--- src/design/hazard_pkg.sv ---
`default_nettype none

package hazard_pkg;

    ////////////////////
    // Widths
    ////////////////////

    localparam int REG_ADD_WIDTH   = 5;
    localparam int LOAD_TYPE_WIDTH = 3;
    localparam int DM_STAGES       = 3;

    ////////////////////
    // Load encoding
    ////////////////////

    // Zero means the instruction is not a load
    typedef enum logic [LOAD_TYPE_WIDTH-1:0] {
        load_none   = 3'd0,
        load_byte   = 3'd1,
        load_half   = 3'd2,
        load_word   = 3'd3,
        load_byte_u = 3'd4,
        load_half_u = 3'd5
    } load_type_e;

    ////////////////////
    // Pipeline records
    ////////////////////

    typedef struct packed {
        logic                     valid;
        logic [REG_ADD_WIDTH-1:0] rs1;
        logic [REG_ADD_WIDTH-1:0] rs2;
        logic [REG_ADD_WIDTH-1:0] rd;
        load_type_e               load_type;
    } ex_instr_t;

    typedef struct packed {
        logic [REG_ADD_WIDTH-1:0] rd;
        load_type_e               load_type;
    } dm_record_t;

    // Bubble in a data-memory stage
    localparam dm_record_t DM_EMPTY = '{rd: '0, load_type: load_none};

    typedef struct packed {
        dm_record_t dm1;
        dm_record_t dm2;
        dm_record_t dm3;
    } dm_pipe_t;

    typedef struct packed {
        logic clear_fetch;
        logic clear_decode;
        logic clear_execute;
        logic stall_pc;
        logic stall_icache;
        logic stall_fetch;
        logic stall_decode;
        logic stall_execute;
        logic stall_data_memory;
    } stage_ctrl_t;

endpackage

`default_nettype wire

--- src/design/mem_stage_tracker.sv ---
`timescale 1ns/1ns
`default_nettype none

module mem_stage_tracker (
    input  wire logic                 clk,
    input  wire logic                 arst_n,
    input  wire hazard_pkg::ex_instr_t ex,
    input  wire logic                 dcache_ready,
    input  wire logic                 clear_execute,
    output hazard_pkg::dm_pipe_t      dm
);

    hazard_pkg::dm_record_t next_dm1;
    hazard_pkg::dm_pipe_t   dm_q;

    ////////////////////
    // Entry into DM1
    ////////////////////

    // Cleared or empty execute slot becomes a bubble
    always_comb
    begin
        if (!ex.valid || clear_execute)
        begin
            next_dm1 = hazard_pkg::DM_EMPTY;
        end
        else
        begin
            next_dm1.rd        = ex.rd;
            next_dm1.load_type = ex.load_type;
        end
    end

    ////////////////////
    // DM1 to DM3 shift
    ////////////////////

    always_ff @(posedge clk or negedge arst_n)
    begin
        if (!arst_n)
        begin
            dm_q.dm1 <= hazard_pkg::DM_EMPTY;
            dm_q.dm2 <= hazard_pkg::DM_EMPTY;
            dm_q.dm3 <= hazard_pkg::DM_EMPTY;
        end
        else if (dcache_ready)
        begin
            dm_q.dm3 <= dm_q.dm2;
            dm_q.dm2 <= dm_q.dm1;
            dm_q.dm1 <= next_dm1;
        end
        // Data cache miss holds every stage
    end

    assign dm = dm_q;

    ////////////////////
    // Checks
    ////////////////////

    a_hold_on_miss : assert property (
        @(posedge clk) disable iff (!arst_n)
        !dcache_ready |=> $stable(dm_q)
    );

endmodule

`default_nettype wire

--- src/design/load_use_detector.sv ---
`timescale 1ns/1ns
`default_nettype none

module load_use_detector (
    input  wire hazard_pkg::ex_instr_t ex,
    input  wire hazard_pkg::dm_pipe_t  dm,
    output logic                       load_use_hazard
);

    hazard_pkg::dm_record_t [hazard_pkg::DM_STAGES-1:0] recs;
    logic [hazard_pkg::DM_STAGES-1:0]                   is_source;
    logic [hazard_pkg::DM_STAGES-1:0]                   hit;

    // Youngest record at index 0
    assign recs[0] = dm.dm1;
    assign recs[1] = dm.dm2;
    assign recs[2] = dm.dm3;

    ////////////////////
    // Per-stage compare
    ////////////////////

    for (genvar i = 0; i < hazard_pkg::DM_STAGES; i++)
    begin : g_cmp
        // x0 never carries a result
        assign is_source[i] = (recs[i].load_type != hazard_pkg::load_none)
                           && (recs[i].rd != '0);

        assign hit[i] = is_source[i]
                     && ((ex.rs1 == recs[i].rd) || (ex.rs2 == recs[i].rd));
    end

    assign load_use_hazard = ex.valid && (|hit);

    ////////////////////
    // Checks
    ////////////////////

    always_comb
    begin
        a_no_hazard_when_idle : assert final (ex.valid || !load_use_hazard);
    end

endmodule

`default_nettype wire

--- src/design/redirect_unit.sv ---
`timescale 1ns/1ns
`default_nettype none

module redirect_unit (
    input  wire logic clk,
    input  wire logic arst_n,
    input  wire logic pc_mispredicted,
    input  wire logic frontend_hold,
    output logic      redirect_req
);

    logic pending;

    // Live mispredict or one that is still waiting
    assign redirect_req = pc_mispredicted || pending;

    ////////////////////
    // Pending flag
    ////////////////////

    always_ff @(posedge clk or negedge arst_n)
    begin
        if (!arst_n)
        begin
            pending <= 1'b0;
        end
        else if (redirect_req)
        begin
            if (frontend_hold)
            begin
                pending <= 1'b1;
            end
            else
            begin
                // Front end took the redirect
                pending <= 1'b0;
            end
        end
    end

    ////////////////////
    // Checks
    ////////////////////

    a_pending_needs_hold : assert property (
        @(posedge clk) disable iff (!arst_n)
        $rose(pending) |-> $past(frontend_hold)
    );

endmodule

`default_nettype wire

--- src/design/stall_merge.sv ---
`timescale 1ns/1ns
`default_nettype none

module stall_merge (
    input  wire logic             load_use_hazard,
    input  wire logic             redirect_req,
    input  wire logic             icache_ready,
    input  wire logic             dcache_ready,
    output hazard_pkg::stage_ctrl_t ctrl,
    output logic                  frontend_hold
);

    // Front end cannot accept a new PC during either miss
    assign frontend_hold = !dcache_ready || !icache_ready;

    ////////////////////
    // Priority merge
    ////////////////////

    always_comb
    begin
        ctrl = '0;

        if (!dcache_ready)
        begin
            // Whole pipe freezes
            ctrl.stall_pc          = 1'b1;
            ctrl.stall_icache      = 1'b1;
            ctrl.stall_fetch       = 1'b1;
            ctrl.stall_decode      = 1'b1;
            ctrl.stall_execute     = 1'b1;
            ctrl.stall_data_memory = 1'b1;
        end
        else
        begin
            if (load_use_hazard)
            begin
                // Bubble into DM1 while older stages keep moving
                ctrl.clear_execute = 1'b1;
                ctrl.stall_pc      = 1'b1;
                ctrl.stall_icache  = 1'b1;
                ctrl.stall_fetch   = 1'b1;
                ctrl.stall_decode  = 1'b1;
                ctrl.stall_execute = 1'b1;
            end

            if (!icache_ready)
            begin
                ctrl.stall_pc     = 1'b1;
                ctrl.stall_icache = 1'b1;
                ctrl.stall_fetch  = 1'b1;
            end
            else if (redirect_req)
            begin
                // Flush wins over the front stalls
                ctrl.clear_fetch  = 1'b1;
                ctrl.clear_decode = 1'b1;
                ctrl.stall_fetch  = 1'b0;
                ctrl.stall_decode = 1'b0;
            end
        end
    end

    ////////////////////
    // Checks
    ////////////////////

    always_comb
    begin
        a_fetch_excl : assert final (!(ctrl.clear_fetch && ctrl.stall_fetch));
    end

    always_comb
    begin
        a_decode_excl : assert final (!(ctrl.clear_decode && ctrl.stall_decode));
    end

endmodule

`default_nettype wire

--- src/design/hazard_subsystem.sv ---
`timescale 1ns/1ns
`default_nettype none

module hazard_subsystem (
    input  wire logic                  clk,
    input  wire logic                  arst_n,
    input  wire hazard_pkg::ex_instr_t ex,
    input  wire logic                  pc_mispredicted,
    input  wire logic                  icache_ready,
    input  wire logic                  dcache_ready,
    output hazard_pkg::stage_ctrl_t    ctrl
);

    hazard_pkg::dm_pipe_t    dm;
    hazard_pkg::stage_ctrl_t ctrl_int;
    logic                    load_use_hazard;
    logic                    redirect_req;
    logic                    frontend_hold;

    ////////////////////
    // In-flight loads
    ////////////////////

    mem_stage_tracker u_tracker (
        .clk           (clk),
        .arst_n        (arst_n),
        .ex            (ex),
        .dcache_ready  (dcache_ready),
        .clear_execute (ctrl_int.clear_execute),
        .dm            (dm)
    );

    ////////////////////
    // Checkers
    ////////////////////

    load_use_detector u_detector (
        .ex              (ex),
        .dm              (dm),
        .load_use_hazard (load_use_hazard)
    );

    redirect_unit u_redirect (
        .clk             (clk),
        .arst_n          (arst_n),
        .pc_mispredicted (pc_mispredicted),
        .frontend_hold   (frontend_hold),
        .redirect_req    (redirect_req)
    );

    ////////////////////
    // Control word
    ////////////////////

    stall_merge u_merge (
        .load_use_hazard (load_use_hazard),
        .redirect_req    (redirect_req),
        .icache_ready    (icache_ready),
        .dcache_ready    (dcache_ready),
        .ctrl            (ctrl_int),
        .frontend_hold   (frontend_hold)
    );

    assign ctrl = ctrl_int;

endmodule

`default_nettype wire

--- config.mk ---
export PLATFORM = sky130hd
export DESIGN_NAME = hazard_subsystem
export DESIGN_NICKNAME = d
export VERILOG_FILES = /design/src/design/hazard_pkg.sv /design/src/design/mem_stage_tracker.sv /design/src/design/load_use_detector.sv /design/src/design/redirect_unit.sv /design/src/design/stall_merge.sv /design/src/design/hazard_subsystem.sv
export SDC_FILE = /design/constraint.sdc
export NUM_CORES = 1
export LEC_CHECK = 0
export BUFFER_PORTS_ARGS = -buffer_cell sky130_fd_sc_hd__buf_4
export CORE_UTILIZATION = 30
export DETAILED_ROUTE_END_ITERATION = 12
export GPL_TIMING_DRIVEN = 1
export PLACE_DENSITY_LB_ADDON = 0.08
export SLEW_MARGIN = 20
export SYNTH_ARGS = -nofsm -noshare
export SYNTH_HDL_FRONTEND = slang
export SYNTH_SLANG_ARGS = --single-unit
export TNS_END_PERCENT = 30
--- constraint.sdc ---
create_clock -name clk -period 2.5 [get_ports clk]
set_input_delay 0.25 -clock clk [delete_from_list [all_inputs] [get_ports clk]]
set_output_delay 0.25 -clock clk [all_outputs]
set_load 0.05 [all_outputs]
Yosys cells after proc, flatten, opt, wreduce, memory -nomap -nowiden
Index checks and enable logic that the tools add are counted.
- muxes and demuxes: 12
- reduce and logical (&&, ||, !) cells: 23
- eq/ne operators: 6
- operators by type and width (kind ; count):
    $eq 5x5->1 ; 6
    $reduce_bool 5->1 ; 3
    $reduce_bool 3->1 ; 3
    $mux 2 ; 4
    $mux 8 ; 1
    $logic_and 1x1->1 ; 7
    $logic_or 1x1->1 ; 6
    $mux 6 ; 1
    $mux 5 ; 1
    $mux 1 ; 4
    $logic_not 1->1 ; 3
    $mux 3 ; 1
    $reduce_or 3->1 ; 1
- output and inout bits: 9
- logic and storage cells: 48
- flip-flop bits (word level): 25
- input port bits: 24

Longest topological paths before layout
- depth after elaboration: 9
- depth in mapped cells: 7

Cells and area by module
From an unflattened synthesis, not the netlist that was laid out.
- cells, all modules: 141
- area total of the unflattened synthesis: 1526.5 um^2
- by module, submodules not included (module ; seq. area each (um^2) ; instances ; area each (um^2) ; cells each):
    mem_stage_tracker ; 600.6 ; 1 ; 1001.0 ; 70
    load_use_detector ; 0.0 ; 1 ; 420.4 ; 56
    stall_merge ; 0.0 ; 1 ; 66.3 ; 12
    redirect_unit ; 25.0 ; 1 ; 38.8 ; 3

Worst setup path before layout
OpenSTA, ideal clock, no wires.
- path kind: register to output
- start: register u_tracker.dm_q (netlist bit u_tracker.dm[21])
- end: output ctrl[5] (netlist name)
- cell stages (with the launch flop): 7
- path slack: -200 ps
- path buffers: 2
- data required time: 2250 ps
- arrival time: 2450 ps
- path through: dfrtp_1 or4_1 o32a_1 a222oi_1 buf_4 o21bai_1 buf_4
- RTL lines (what ; line ; RTL):
    start, declared ; mem_stage_tracker.sv:14 ; hazard_pkg::dm_pipe_t dm_q;
    end, declared ; hazard_subsystem.sv:11 ; output hazard_pkg::stage_ctrl_t ctrl

==> impl_metrics.json <==
{
  "status": "finished, final reports clean",
  "cts_tree": "built",
  "dieWidth_um": 70.2,
  "clock_sinks": 25,
  "fillers": 444,
  "r2r_cells": 6,
  "diodes": 0,
  "tightest_slew_ns": 0.537,
  "design_area_um2": 1830,
  "viasPerCell": 5.04,
  "synth_nets": 147,
  "min_to": "u_redirect.pending",
  "remaining_drc_errors": 0,
  "yosysWarningCount": 0,
  "grt_pass1_wl_um": 5720,
  "clock-root-buffer": "clkbuf_8",
  "rr_endpoint": "u_tracker.dm[19]",
  "syn_inst": 123,
  "worstSetupPathType": "register to output pin",
  "die_h_um": 70.2,
  "crit_path_start_kind": "register",
  "drt_iter0_drc": 47,
  "fmax_ghz": 0.413,
  "grt_pass1_vias": 1140,
  "final-setup-viol-count": 0,
  "ys_ff_latch": 25,
  "io_pins": 33,
  "drt_pass1_iterations": 4,
  "ys_seq_area_share_pct": 44.9,
  "path_max_fanout": 6,
  "clk_latency_ns": 0.26,
  "io_buffers": 32,
  "final_hold_viol_count": 0,
  "ant_nets": 0,
  "hp-start": "icache_ready",
  "dp_hpwl_um": 2430,
  "cts.htree.levels": 1,
  "area.growth.synth_to_final_pct": 31.0,
  "final_max_slew_viol_count": 0,
  "post-route-period-util_pct": 96.8,
  "peakVddDrop_uv": 209,
  "worstSetupEndpointType": "output pin",
  "required_ns": 2.25,
  "clkTransAtPathRegs_ns": 0.09,
  "cts_max_path_buffers": 2,
  "grt_max_degree": 26,
  "fin_setup_tns_ns": 0,
  "finClkSkew_ns": 0.00231,
  "grt.total_usage_pct": 14.7,
  "r2r_start": "u_tracker.dm[13]",
  "drv_cap": 0,
  "yosysUniqueCellTypes": 18,
  "slew_headroom_pct": 64.1,
  "final_nets": 188,
  "rsz0062_at_grt": "yes",
  "dpl-instance-area_um2": 1680,
  "ff_latch_area_um2": 628,
  "start_util_pct": 31.6,
  "power_density_nw_per_um2": 625,
  "grt.overflow.total": 0,
  "avgRoutedWirePerCell_um": 15.5,
  "finalWirelength_um": 3330,
  "core_um2": 4410,
  "drive_above_1_share_pct": 42.3,
  "synth_area_per_cell_um2": 11.3,
  "die_area_um2": 4920,
  "cts_buffers": 3,
  "min_period_ns": 2.42,
  "antenna_found_initial": 0,
  "routabilityCongestion": 0.775,
  "num_vias": 1083,
  "num_rows": 24,
  "multiInputGateArea_um2": 738,
  "synth.cell_area_um2": 1390,
  "hold_class": "input port to register",
  "cp.arrival_ns": 2.17,
  "r2r_setup_slack_ns": 0.46,
  "hold_depth": 2,
  "p_leak_nw": 0.783
}
-- worst max-delay path, cell delays in order, from the launching register on --
cell,delay (ns)
dfrtp_2,0.45
or4_1,0.54
o32a_1,0.20
a222oi_1,0.25
buf_4,0.21
o21bai_1,0.07
buf_4,0.19
-- power by group --
group          internal, mW  leakage, nW  switching (mW)  total, mW
Clock                 0.111       0.0255           0.126      0.237
Sequential            0.460        0.322          0.0526      0.512
Combinational         0.212        0.436           0.179      0.391
-- timing repair --
item / in CTS / in global routing
hold buffers: 1 / 0
gates cloned: 0 / 0
setup buffers: 7 / 0
gates resized for setup: 1 / 10
setup endpoints to repair: 6 / 6
hold endpoints to repair: 25 / 0
pin swaps: 0 / 4
-- state kept, by name (all words and copies together), names as in the netlist --
name and count:
u_tracker.dm 24, u_redirect.pending 1
-- final cells by class --
class | count | area share (%)
sequential | 25 | 34.4
clock buffer | 3 | 2.26
tap | 52 | 3.56
timing repair buffer | 43 | 18.6
inverter | 2 | 0.411
multi-input combinational | 89 | 40.4
clock inverter | 1 | 0.274
-- through the flow --
stage / hold slack (ns) / utilization [%] / power [mW] / setup WS (ns) / cells
3_5_place_dp: 0.180 / 38.2 / 0.870 / 0.193 / 203
2_1_floorplan: -0.0456 / - / 0.752 / -0.0338 / 123
5_1_grt: 0.165 / 41.4 / 1.22 / -0.0381 / 215
4_1_cts: 0.154 / 40.6 / 1.14 / 0.00347 / 215
3_3_place_gp: 0.181 / 38.2 / 0.868 / 0.194 / 203
6_report: 0.159 / 41.4 / 1.14 / 0.0809 / 215
-- cells by family (layout without fill, tap and decap cells) --
logic type / count (synthesis) / count (layout) / share of synthesized area [%]
XOR/XNOR: 30 / 30 / 18.9
flip-flops: 25 / 25 / 44.9
AO/OA/AOI/OAI: 21 / 21 / 12.5
multiplexers: 16 / 16 / 12.9
AND/OR/NAND/NOR: 22 / 22 / 7.36
buffers and inverters: 9 / 49 / 3.50
-- Yosys cell counts --
library cell / instances / area (um^2)
nand2_1: 9 / 33.8
dfrtp_1: 25 / 626
a222oi_1: 1 / 10.0
clkbuf_1: 3 / 11.3
nand3_1: 6 / 30.0
inv_1: 2 / 7.51
a32o_1: 8 / 80.1
o21ai_0: 3 / 15.0
xnor2_1: 30 / 263
buf_4: 4 / 30.0
a21oi_1: 1 / 5.00
mux2_2: 16 / 180
nor2_1: 3 / 11.3
o32a_1: 3 / 30.0
nor3_1: 1 / 5.00
o22ai_1: 3 / 18.8
or4_1: 3 / 22.5
o21bai_1: 2 / 15.0
-- layer usage --
metal  vias to the layer above  routed length (um)  global-route usage (%)
met2                        26                1620                    24.8
met1                       535                1530                    19.6
met3                         2                 169                    2.74
met4                         0                  19                    3.33
met5                         -                   0                       0
li1                        520                   -                       -
-- worst max path at each step --
stage / end / start / cells after the start
floorplan: ctrl[1] / u_tracker.dm[21] / 5
global placement: ctrl[1] / u_tracker.dm[3] / 6
global route: ctrl[6] / u_tracker.dm[6] / 6
CTS: ctrl[1] / u_tracker.dm[3] / 6
finish: ctrl[3] / u_tracker.dm[13] / 6
detailed placement: ctrl[1] / u_tracker.dm[21] / 6
-- cells in the final DEF, fill, tap and decap left out, types with 2 or more instances in the layout --
cell type and n:
mux2_2 16, dfrtp_2 2, or4_4 2, o21ai_2 2, clkbuf_8 3, nand2_1 9
buf_6 4, o22ai_1 3, a32o_1 8, dfrtp_1 23, inv_1 2, nand3_1 6
o32a_1 3, buf_4 38, nor2_1 3, xnor2_1 30
(Power assumes the default switching activity.)
